## src/blkmv_pkg.sv

```systemverilog
// Shared widths, APB register map and packed structs for the block mover; referenced by scope
package blkmv_pkg;

  // Data path widths
  localparam int ADDR_W = 12;
  localparam int DATA_W = 16;
  localparam int CNT_W = 5;
  localparam int SECT_W = 2;
  localparam int SECT_DEPTH = 32;
  localparam int IDX_W = 5;

  // Fetch length and word count both reach 34 and 32, one bit wider than CNT_W
  localparam int FETCH_W = CNT_W + 1;

  // Read data follows the request address by this many cycles
  localparam int DRAM_LAT = 2;

  // APB byte offsets
  localparam logic [11:0] REG_START = 12'h000;
  localparam logic [11:0] REG_CTRL = 12'h004;
  localparam logic [11:0] REG_STATUS = 12'h008;

  // REG_CTRL field positions
  localparam int CTRL_GO_BIT = 31;
  localparam int CTRL_CNT_LSB = 0;
  localparam int CTRL_SECT_LSB = 8;

  // Width of the completed block counter in REG_STATUS
  localparam int DONE_W = 8;

  typedef struct packed {
    logic [ADDR_W-1:0] addr;
    logic [CNT_W-1:0] cnt;
    logic [SECT_W-1:0] sect;
  } blk_req_t;

  typedef struct packed {
    logic [SECT_W-1:0] sect;
    logic [IDX_W-1:0] idx;
    logic [DATA_W-1:0] data;
  } buf_wr_t;

  // cnt is the number of words minus one, same encoding as the request
  typedef struct packed {
    logic [SECT_W-1:0] sect;
    logic [CNT_W-1:0] cnt;
  } drain_job_t;

endpackage
```

## src/blkmv_top.sv

```systemverilog
// Block mover top level joining the APB registers, DRAM reader, line buffer and drain
`timescale 1ns/1ns

module blkmv_top
(
  input  logic CLK,
  input  logic RST,
  input  logic psel,
  input  logic penable,
  input  logic pwrite,
  input  logic [11:0] paddr,
  input  logic [31:0] pwdata,
  output logic [31:0] prdata,
  output logic pready,
  output logic pslverr,
  output logic [blkmv_pkg::ADDR_W-1:0] dram_addr,
  output logic dram_req,
  input  logic [blkmv_pkg::DATA_W-1:0] dram_rdata,
  output logic [blkmv_pkg::DATA_W-1:0] out_data,
  output logic out_valid,
  output logic out_last,
  input  logic out_ready
);

  blkmv_pkg::blk_req_t req;
  blkmv_pkg::buf_wr_t wr;
  blkmv_pkg::drain_job_t job;
  logic req_valid;
  logic wr_en;
  logic job_valid;
  logic job_ready;
  logic reader_busy;
  logic drain_busy;
  logic block_done;
  logic [blkmv_pkg::SECT_W-1:0] rd_sect;
  logic [blkmv_pkg::IDX_W-1:0] rd_idx;
  logic rd_en;
  logic [blkmv_pkg::DATA_W-1:0] rd_data;

  blkmv_regs regs0 (.CLK, .RST, .psel, .penable, .pwrite, .paddr, .pwdata,
    .reader_busy, .drain_busy, .block_done, .prdata, .pready, .pslverr, .req, .req_valid);

  dram_block_reader reader0 (.CLK, .RST, .req, .req_valid, .dram_rdata, .job_ready,
    .dram_addr, .dram_req, .wr, .wr_en, .job, .job_valid, .busy(reader_busy), .block_done);

  section_buffer buf0 (.CLK, .wr, .wr_en, .rd_sect, .rd_idx, .rd_en, .rd_data);

  section_drain drain0 (.CLK, .RST, .job, .job_valid, .rd_data, .out_ready, .job_ready,
    .rd_sect, .rd_idx, .rd_en, .out_data, .out_valid, .out_last, .busy(drain_busy));

endmodule

```

## src/section_drain.sv

```systemverilog
// Streams a finished section out of the line buffer on a valid/ready port
`timescale 1ns/1ns

module section_drain
(
  input  logic CLK,
  input  logic RST,
  input  blkmv_pkg::drain_job_t job,
  input  logic job_valid,
  input  logic [blkmv_pkg::DATA_W-1:0] rd_data,
  input  logic out_ready,
  output logic job_ready,
  output logic [blkmv_pkg::SECT_W-1:0] rd_sect,
  output logic [blkmv_pkg::IDX_W-1:0] rd_idx,
  output logic rd_en,
  output logic [blkmv_pkg::DATA_W-1:0] out_data,
  output logic out_valid,
  output logic out_last,
  output logic busy
);

  logic [blkmv_pkg::CNT_W-1:0] last_idx;
  logic rd_pend;
  logic take;

  assign job_ready = ~busy;
  assign take = out_valid & out_ready;

  // Next read only when the output slot is empty or being taken
  assign rd_en = rd_pend & (~out_valid | out_ready);

  // The buffer read register is the data half of the output slot
  assign out_data = rd_data;

  always_ff @(posedge CLK)
  begin
    if (!RST)
    begin
      busy <= 1'b0;
      rd_pend <= 1'b0;
      rd_idx <= '0;
      out_valid <= 1'b0;
      out_last <= 1'b0;
    end
    else
    begin
      if (job_valid & job_ready)
      begin
        busy <= 1'b1;
        rd_pend <= 1'b1;
        rd_idx <= '0;
      end

      if (rd_en)
      begin
        out_valid <= 1'b1;
        out_last <= (rd_idx == last_idx);
        rd_idx <= rd_idx + 1'b1;
        if (rd_idx == last_idx)
          rd_pend <= 1'b0;
      end
      else if (take)
      begin
        out_valid <= 1'b0;
        out_last <= 1'b0;
        // Free once the final word has left
        if (out_last)
          busy <= 1'b0;
      end
    end
  end

  always_ff @(posedge CLK)
  begin
    if (job_valid & job_ready)
    begin
      rd_sect <= job.sect;
      last_idx <= job.cnt;
    end
  end

endmodule

```

## src/section_buffer.sv

```systemverilog
// Line buffer of four word sections, one write port and one registered read port
`timescale 1ns/1ns

module section_buffer
(
  input  logic CLK,
  input  blkmv_pkg::buf_wr_t wr,
  input  logic wr_en,
  input  logic [blkmv_pkg::SECT_W-1:0] rd_sect,
  input  logic [blkmv_pkg::IDX_W-1:0] rd_idx,
  input  logic rd_en,
  output logic [blkmv_pkg::DATA_W-1:0] rd_data
);

  // Section number forms the upper address bits
  logic [blkmv_pkg::DATA_W-1:0] mem [0:(1 << blkmv_pkg::SECT_W) * blkmv_pkg::SECT_DEPTH - 1];
  logic [blkmv_pkg::SECT_W+blkmv_pkg::IDX_W-1:0] wr_addr;
  logic [blkmv_pkg::SECT_W+blkmv_pkg::IDX_W-1:0] rd_addr;

  assign wr_addr = {wr.sect, wr.idx};
  assign rd_addr = {rd_sect, rd_idx};

  always_ff @(posedge CLK)
  begin
    if (wr_en)
      mem[wr_addr] <= wr.data;
  end

  // Holds the last word read while rd_en is low
  always_ff @(posedge CLK)
  begin
    if (rd_en)
      rd_data <= mem[rd_addr];
  end

endmodule

```

## src/dram_block_reader.sv

```systemverilog
// Fetches a block from the DRAM read port in aligned pairs and writes the wanted words to a section
`timescale 1ns/1ns

module dram_block_reader
(
  input  logic CLK,
  input  logic RST,
  input  blkmv_pkg::blk_req_t req,
  input  logic req_valid,
  input  logic [blkmv_pkg::DATA_W-1:0] dram_rdata,
  input  logic job_ready,
  output logic [blkmv_pkg::ADDR_W-1:0] dram_addr,
  output logic dram_req,
  output blkmv_pkg::buf_wr_t wr,
  output logic wr_en,
  output blkmv_pkg::drain_job_t job,
  output logic job_valid,
  output logic busy,
  output logic block_done
);

  logic [blkmv_pkg::FETCH_W-1:0] fetch_sum;
  logic [blkmv_pkg::FETCH_W-1:0] fetch_len;
  logic [blkmv_pkg::FETCH_W-1:0] fetch_left;
  logic [blkmv_pkg::FETCH_W-1:0] words_left;
  logic [blkmv_pkg::IDX_W-1:0] next_idx;
  logic [blkmv_pkg::DRAM_LAT-1:0] vld_pipe;
  logic skip;
  logic start;
  logic ret_vld;
  logic ret_last;

  assign start = req_valid & ~busy;

  // Words wanted plus a leading pad on odd starts, rounded up to a whole pair
  assign fetch_sum = {1'b0, req.cnt} + blkmv_pkg::FETCH_W'(2)
    + {{(blkmv_pkg::FETCH_W-1){1'b0}}, req.addr[0]};
  assign fetch_len = {fetch_sum[blkmv_pkg::FETCH_W-1:1], 1'b0};

  // Top of the pipe marks the cycle that carries read data
  assign ret_vld = vld_pipe[blkmv_pkg::DRAM_LAT-1];
  assign ret_last = ret_vld & ~(|vld_pipe[blkmv_pkg::DRAM_LAT-2:0]);

  assign block_done = job_valid & job_ready;

  always_ff @(posedge CLK)
  begin
    if (!RST)
    begin
      busy <= 1'b0;
      dram_req <= 1'b0;
      dram_addr <= '0;
      fetch_left <= '0;
      vld_pipe <= '0;
      skip <= 1'b0;
      words_left <= '0;
      next_idx <= '0;
      wr_en <= 1'b0;
      job_valid <= 1'b0;
    end
    else
    begin
      vld_pipe <= {vld_pipe[blkmv_pkg::DRAM_LAT-2:0], dram_req};
      wr_en <= 1'b0;

      if (start)
      begin
        busy <= 1'b1;
        dram_req <= 1'b1;
        dram_addr <= {req.addr[blkmv_pkg::ADDR_W-1:1], 1'b0};
        fetch_left <= fetch_len;
        skip <= req.addr[0];
        words_left <= {1'b0, req.cnt} + 1'b1;
        next_idx <= '0;
      end
      else if (dram_req)
      begin
        if (fetch_left == blkmv_pkg::FETCH_W'(1))
          dram_req <= 1'b0;
        else
        begin
          dram_addr <= dram_addr + 1'b1;
          fetch_left <= fetch_left - 1'b1;
        end
      end

      // Leading pad dropped by skip, trailing pad by the word count
      if (ret_vld)
      begin
        if (skip)
          skip <= 1'b0;
        else if (words_left != '0)
        begin
          wr_en <= 1'b1;
          words_left <= words_left - 1'b1;
          next_idx <= next_idx + 1'b1;
        end
      end

      if (ret_last)
        job_valid <= 1'b1;
      else if (block_done)
      begin
        job_valid <= 1'b0;
        busy <= 1'b0;
      end
    end
  end

  // Payload side
  always_ff @(posedge CLK)
  begin
    if (start)
    begin
      job.sect <= req.sect;
      job.cnt <= req.cnt;
    end
    if (ret_vld)
    begin
      wr.sect <= job.sect;
      wr.idx <= next_idx;
      wr.data <= dram_rdata;
    end
  end

endmodule

```

## src/blkmv_regs.sv

```systemverilog
// APB register block of the block mover; holds the start address and launches block requests
`timescale 1ns/1ns

module blkmv_regs
(
  input  logic CLK,
  input  logic RST,
  input  logic psel,
  input  logic penable,
  input  logic pwrite,
  input  logic [11:0] paddr,
  input  logic [31:0] pwdata,
  input  logic reader_busy,
  input  logic drain_busy,
  input  logic block_done,
  output logic [31:0] prdata,
  output logic pready,
  output logic pslverr,
  output blkmv_pkg::blk_req_t req,
  output logic req_valid
);

  logic [blkmv_pkg::ADDR_W-1:0] start_addr;
  logic [blkmv_pkg::DONE_W-1:0] done_cnt;
  logic access;
  logic hit_start;
  logic hit_ctrl;
  logic hit_status;
  logic go;
  logic launch;

  assign access = psel & penable;
  assign hit_start = (paddr == blkmv_pkg::REG_START);
  assign hit_ctrl = (paddr == blkmv_pkg::REG_CTRL);
  assign hit_status = (paddr == blkmv_pkg::REG_STATUS);

  // Zero wait states
  assign pready = 1'b1;
  assign pslverr = access & ~(hit_start | hit_ctrl | hit_status);

  assign go = access & pwrite & hit_ctrl & pwdata[blkmv_pkg::CTRL_GO_BIT];
  // Go while the reader is still working is dropped
  assign launch = go & ~reader_busy & ~req_valid;

  always_ff @(posedge CLK)
  begin
    if (!RST)
    begin
      start_addr <= '0;
      req_valid <= 1'b0;
      done_cnt <= '0;
    end
    else
    begin
      req_valid <= launch;
      if (access & pwrite & hit_start)
        start_addr <= pwdata[blkmv_pkg::ADDR_W-1:0];
      if (block_done)
        done_cnt <= done_cnt + 1'b1;
    end
  end

  always_ff @(posedge CLK)
  begin
    if (launch)
    begin
      req.addr <= start_addr;
      req.cnt <= pwdata[blkmv_pkg::CTRL_CNT_LSB +: blkmv_pkg::CNT_W];
      req.sect <= pwdata[blkmv_pkg::CTRL_SECT_LSB +: blkmv_pkg::SECT_W];
    end
  end

  // Read mux with CTRL reading as zero
  always_comb
  begin
    prdata = '0;
    if (hit_start)
      prdata[blkmv_pkg::ADDR_W-1:0] = start_addr;
    else if (hit_status)
    begin
      prdata[0] = reader_busy;
      prdata[1] = drain_busy;
      prdata[8 +: blkmv_pkg::DONE_W] = done_cnt;
    end
  end

endmodule

```

## config.mk

```make
export PLATFORM = sky130hd
export DESIGN_NAME = blkmv_top
export DESIGN_NICKNAME = d
export VERILOG_FILES = /design/src/blkmv_pkg.sv /design/src/blkmv_top.sv /design/src/section_drain.sv /design/src/section_buffer.sv /design/src/dram_block_reader.sv /design/src/blkmv_regs.sv
export SDC_FILE = /design/constraint.sdc
export NUM_CORES = 2
export LEC_CHECK = 0
export BUFFER_PORTS_ARGS = -buffer_cell sky130_fd_sc_hd__buf_2
export CAP_MARGIN = 15
export CORE_MARGIN = 1
export CORE_UTILIZATION = 55
export CTS_CLUSTER_DIAMETER = 30
export DETAILED_ROUTE_END_ITERATION = 12
export GPL_ROUTABILITY_DRIVEN = 1
export GPL_TIMING_DRIVEN = 0
export PLACE_DENSITY = 0.73
export REMOVE_ABC_BUFFERS = 1
export SYNTH_ARGS = -nofsm -noshare
export SYNTH_HDL_FRONTEND = slang
export SYNTH_SLANG_ARGS = --single-unit
```

## constraint.sdc

```tcl
create_clock -name CLK -period 4.1 [get_ports CLK]
set_clock_uncertainty 0.2 [all_clocks]
set_input_delay 0.41 -clock CLK [delete_from_list [all_inputs] [get_ports CLK]]
set_output_delay 0.41 -clock CLK [all_outputs]
set_load 0.02 [all_outputs]
```

==> Yosys cells after proc, flatten, opt, wreduce, memory -nomap -nowiden <==
Memories as Yosys holds them, arrays and structs flattened. A register that Yosys moved wholly into a read port is not among the register bits.
Index checks and enable logic that the tools add are counted.
{ "op_classes": {"addsub": 9, "n_eq_ne": 5, "muxes": 46, "bitwise": 25, "n_reduce_logical": 10} }
{ "ops": {"columns": ["cell", "count"], "rows": [
  ["2-to-1 mux 6 bit", 8],
  ["2-to-1 mux 12 bit", 3],
  ["2-to-1 mux 5 bit", 6],
  ["2-to-1 mux 1 bit", 24],
  ["bitwise AND 1 bit", 13],
  ["adder 12 x 1 -> 12 bit, second input constant", 1],
  ["== test 12 x 3 -> 1 bit, second input constant", 1],
  ["== test 12 x 4 -> 1 bit, second input constant", 1],
  ["zero test 12 bit", 1],
  ["subtractor 6 x 1 -> 6 bit, second input constant", 2],
  ["adder 5 x 1 -> 5 bit, second input constant", 2],
  ["inverter 1 bit", 9],
  ["adder 8 x 1 -> 8 bit, second input constant", 1],
  ["2-to-1 mux 4 bit", 2],
  ["2-to-1 mux 8 bit", 1],
  ["nonzero test 2 bit", 4],
  ["adder 5 x 1 -> 6 bit, second input constant", 1],
  ["adder 5 x 2 -> 6 bit, second input constant", 1],
  ["adder 6 x 1 -> 6 bit", 1],
  ["== test 6 x 1 -> 1 bit, second input constant", 1],
  ["nonzero test 6 bit", 1],
  ["== test 5 bit", 1],
  ["2-to-1 mux 2 bit", 2],
  ["AND reduction 2 bit", 2],
  ["other kinds (4)", 6]
]} }
{ "totals": {"ff_bits": 122, "mem_bits_rw": 2048, "in_bits": 66, "output_inout_bits": 65, "wordCells": 126, "n_memories": 1} }
{ "memory_table": {"columns": ["name", "depth", "width", "read_ports", "rd_clocked_by_memory_dff", "wr", "line", "source"], "rows": [
  ["buf0.mem", 128, 16, 1, 1, 1, "section_buffer.sv:16", "logic [blkmv_pkg::DATA_W-1:0] mem [0:(1 << blkmv_pkg::SECT_W) * blkmv_pkg::SECT_DEPTH - 1];"]
]} }

==> Longest topological paths before layout <==
{ "logic_depth": {"ltp_word": 6, "ltp_mapped": 8, "ltp_nobuf": 7} }

==> Hierarchy <==
From an unflattened synthesis, not the netlist that was laid out.
{ "unflattened": {"hier_cells": 3601, "hier_area_um2": 84190.7} }
{ "modules_own_cells": {"columns": ["mod", "n_inst", "cells_each", "area_per_inst_um2", "seq_area_each_um2"], "rows": [
  ["section_buffer", 1, 3086, 78683.0, 61979.4],
  ["dram_block_reader", 1, 268, 2856.5, 1621.6],
  ["blkmv_regs", 1, 170, 1831.8, 991.0],
  ["section_drain", 1, 77, 819.5, 390.4]
]} }

==> Worst setup path before layout <==
No wires, ideal clock.
{ "synth_path": {"path_kind": "input to register", "from": "input port paddr[7]", "to": "register regs0.req[0] (netlist name)", "setup_ns": 0.446, "arrival_time_ns": 2.852, "t_required_ns": 3.454, "path_slack_ns": 0.602, "stages": 3, "n_path_buf": 0, "cell_sequence": "nor4_1 -> nand3_1 -> nor4_1"} }
{ "synth_via": {"elab_chain_len": 5} }
{ "synth_rtl": {"columns": ["item", "line", "source"], "rows": [
  ["start: declaration", "blkmv_top.sv:11", "input logic [11:0] paddr,"],
  ["== test 12 x 3 -> 1 bit", "blkmv_regs.sv:34", "assign hit_ctrl = (paddr == blkmv_pkg::REG_CTRL);"],
  ["bitwise AND 1 bit (2 in series)", "blkmv_regs.sv:41", "assign go = access & pwrite & hit_ctrl & pwdata[blkmv_pkg::CTRL_GO_BIT];"],
  ["bitwise AND 1 bit (2 in series)", "blkmv_regs.sv:43", "assign launch = go & ~reader_busy & ~req_valid;"],
  ["net regs0.launch", "blkmv_regs.sv:30", "logic launch;"]
]} }
The timed path passes the listed nets, and every way through them passes these cells.
A chain may end at the register's enable or synchronous reset.

==> results.tsv <==
stage	metric	value	unit
yosys	ys_top_cells_by_count	2120 x edfxtp_1, 672 x mux4_2, 178 x nor2_1, 103 x clkbuf_1, 66 x dfxtp_1	
worst_setup_path	max_stage_delay	0.61	ns
floorplan	die_w	392	µm
yosys	synth_warnings	0	
timing	tightest_slew	1.20	ns
placed_design	dpl_cell_area	91300	µm²
drt	ant_nets	0	
global_routing	grt_pass1_wl	350000	µm
yosys	synth_edf_count	2120	
floorplan	dieArea	154000	µm²
drt	vias	44900	
cts	htreeDepth	5	
timing	final.setup.worst_slack	0.0596	ns
yosys	avgSynthCellArea	23.6	µm²
yosys	yosysSeqAreaShare	0.776	
worst_setup_path	rrSetupSlack	0.06	ns
final_layout	finish.utilization	0.703	
yosys	synth_cell_types	47	
pwr	p_total	57.4	mW
worst_setup_path	critPathCaptureType	flip-flop	
final_layout	final_layout_size_suffix_gt1_frac	0.408	
yosys	ys_ff_latch	2186	
timing	min_period	4.04	ns
yosys	netlist_top_cells_area	edfxtp_1 76%, mux4_2 18%, dfxtp_1 1.6%	
worst_setup_path	ff2ff_path_depth	8	
worst_setup_path	cp.required	4.60	ns
drt	post_drt_wl_per_cell	39.3	µm
timing	timing_hold_violations_final	0	
status	status	finished clean	
yosys	syn-cell-area	83800	µm²
worst_setup_path	crit_path_cell_trace	buf_16 > buf_16 > buf_16 > buf_16 > mux4_2 > mux4_2 > mux4_2 > mux2_2	
timing	fmax	0.248	GHz
cts	clk-insertion-delay-late	0.97	ns
final_layout	synthToLayoutAreaGrowth	26.4	%
cts	clkTransAtPathRegs	0.06	ns
global_routing	grt_max_degree	60	
yosys	synth_top_area_share	0.760	
pwr	ir_drop	0.422	mV
yosys	synth.most_common_cell	edfxtp_1	
hold_path	whs_path_depth	4	
floorplan	core	150000	µm²
job	drv_cap	0	
global_routing	antenna_found_initial	20	
hold_path	hp-class	input pin to flip-flop	
drt	drt-total-wl	256000	µm
worst_setup_path	cp.arrival	4.54	ns
drt	drt_iter0_markers	7024	
timing	post-route-period-util	0.985	
pwr	leakagePower	33.4	nW
floorplan	start_util	0.557	
cts	root_buffer	clkbuf_16	
worst_setup_path	critical_path_class	flip-flop to flip-flop	
cts	cts_made_buffers	387	
drt	drc	0	
worst_setup_path	cp_num_buf_inv	4	
placed_design	port-buffer-count	94	
timing	fin_setup_tns	0	ns
worst_setup_path	crit_top_cell	buf_16	
global_routing	grt_pass1_vias	46400	
drt	drt_first_pass_iters	6	
pwr	power.density	542	nW/µm²
yosys	synth_largest_area_cell	edfxtp_1	
timing	timing.hold.ws	0.0451	ns
floorplan	fp-row-count	142	
final_layout	nets	4268	
worst_setup_path	cpLargestDelayFamily	multiplexers	
cts	cts.sinks	2186	
timing	max_slew_margin	0.201	
placed_design	dp.final_hpwl	125000	µm
worst_setup_path	start_kind	flip-flop	
final_layout	seq_area	65000	µm²
global_routing	grt_usage	0.331	
worst_setup_path	critPathMaxFanout	56	
yosys	ys_async_sr_fraction	0	
timing	slew_viol_final	0	
floorplan	boundaryPins	131	
global_routing	overflow	0	
yosys	netlist_instances	3554	
final_layout	fin_cells	6526	
placed_design	dp.cells	5721	
floorplan	die_h	392	µm
cts	cts_tree	built	
final_layout	multi_input_area	18200	µm²
worst_setup_path	cp_num_cells	8	
yosys	yosys_most_used_dff	edfxtp_1	
placed_design	pre_cts_ws	-1.30	ns
timing	grt_setup_unrepaired	no	
drt	viasPerCell	6.88	
worst_setup_path	slowest_stage	mux4_2	
timing	setup_viol	0	
final_layout	stdcell_area	106000	µm²
cts	cts_buffer_depth	4	
placed_design	globalplace.congestion	0.792	
final_layout	fill_cells	7998	
registers in the layout, indices dropped and copies added, names as in the netlist, 7 cells and up:
signal,flops
regs0.start_addr,12
buf0.rd_data,16
regs0.done_cnt,8
buf0.mem,2048
reader0.wr,23
reader0.job,7
reader0.dram_addr,12
regs0.req,19
metal layers:
metal / global-route usage / wire length [µm] / vias to the layer above
met5: 0 / 116 / -
met4: 0.163 / 14600 / 18
met3: 0.0767 / 29400 / 891
met2: 0.542 / 128000 / 4040
met1: 0.418 / 83900 / 23300
li1: - / - / 16600
final timing paths:
kind | from | to
worst min register to register | reader0.job[2] | drain0.last_idx[2]
worst max register to register | drain0.rd_idx[2] | buf0.rd_data[8]
worst min-delay path | pwdata[1] | regs0.start_addr[1]
worst max-delay path | drain0.rd_idx[2] | buf0.rd_data[8]
where the power goes:
part	total (mW)	internal (mW)	switching, mW
sequential	24.1	24.1	0.0000149
clock	33.1	21.0	12.1
combinational	0.105	0.0538	0.0510
total	57.4	45.2	12.2
kinds of logic after synthesis:
logic type      count (synthesis)  synth area share
compound gates                 87           0.00657
xor+xnor                       29           0.00303
fa+ha+maj                       9           0.00134
buf+inv                       218            0.0113
flops                        2186             0.776
mux                           702             0.185
other cells                     2         0.0000897
simple gates                  321            0.0172
timing repair:
item / in CTS / in global routing
hold buffers: 66 / 0
setup buffers: 12 / 2
endpoints found under the hold margin: 76 / 0
gates resized for setup: 3 / 0
setup endpoints to repair: 16 / 14
gates cloned: 15 / 2
layout by cell type, fill, tap and decap left out, types with 10 or more instances in the layout:
cell type      netlist  final
a211oi_1            10     10
a21oi_1             29     29
and2_1              14     14
buf_16               0    117
buf_2               37     95
buf_4               20     16
buf_6                1     19
buf_8                0    100
bufbuf_16            0     14
bufinv_16            0     53
clkbuf_1           103     27
clkbuf_16            0    395
clkinv_1             0     33
clkinv_2             0     42
clkinv_4             0     44
clkinvlp_4           0     56
conb_1               2     17
dfxtp_1             66     61
dlygate4sd3_1        0     66
edfxtp_1          2120   2120
inv_1               14     13
inv_6                0     43
mux2_2              16     15
mux2i_1             14     14
mux4_2             672    672
nand2_1             33     33
nand3_1             27     27
nor2_1             178     59
nor2_2               0    119
nor2b_1             10     10
o21ai_0             23     22
xnor2_1             15     15
xor2_1              14     14
area by class of cell:
type                    instances  area share
diodes                          7    0.000165
well taps                    2016      0.0238
inverters                      14    0.000496
clock inverters               279      0.0303
repair buffers                439      0.0650
multi-input cells            1165       0.172
flip-flops and latches       2186       0.614
clock buffers                 420      0.0939
worst register-to-register path: cells and delay by family, from the launching register on:
| kind | cells | cell delay [ns] |
|---|---|---|
| buf+inv | 4 | 1.21 |
| flops | 1 | 0.39 |
| mux | 4 | 1.98 |
Power figures use the tool's default switching activity.
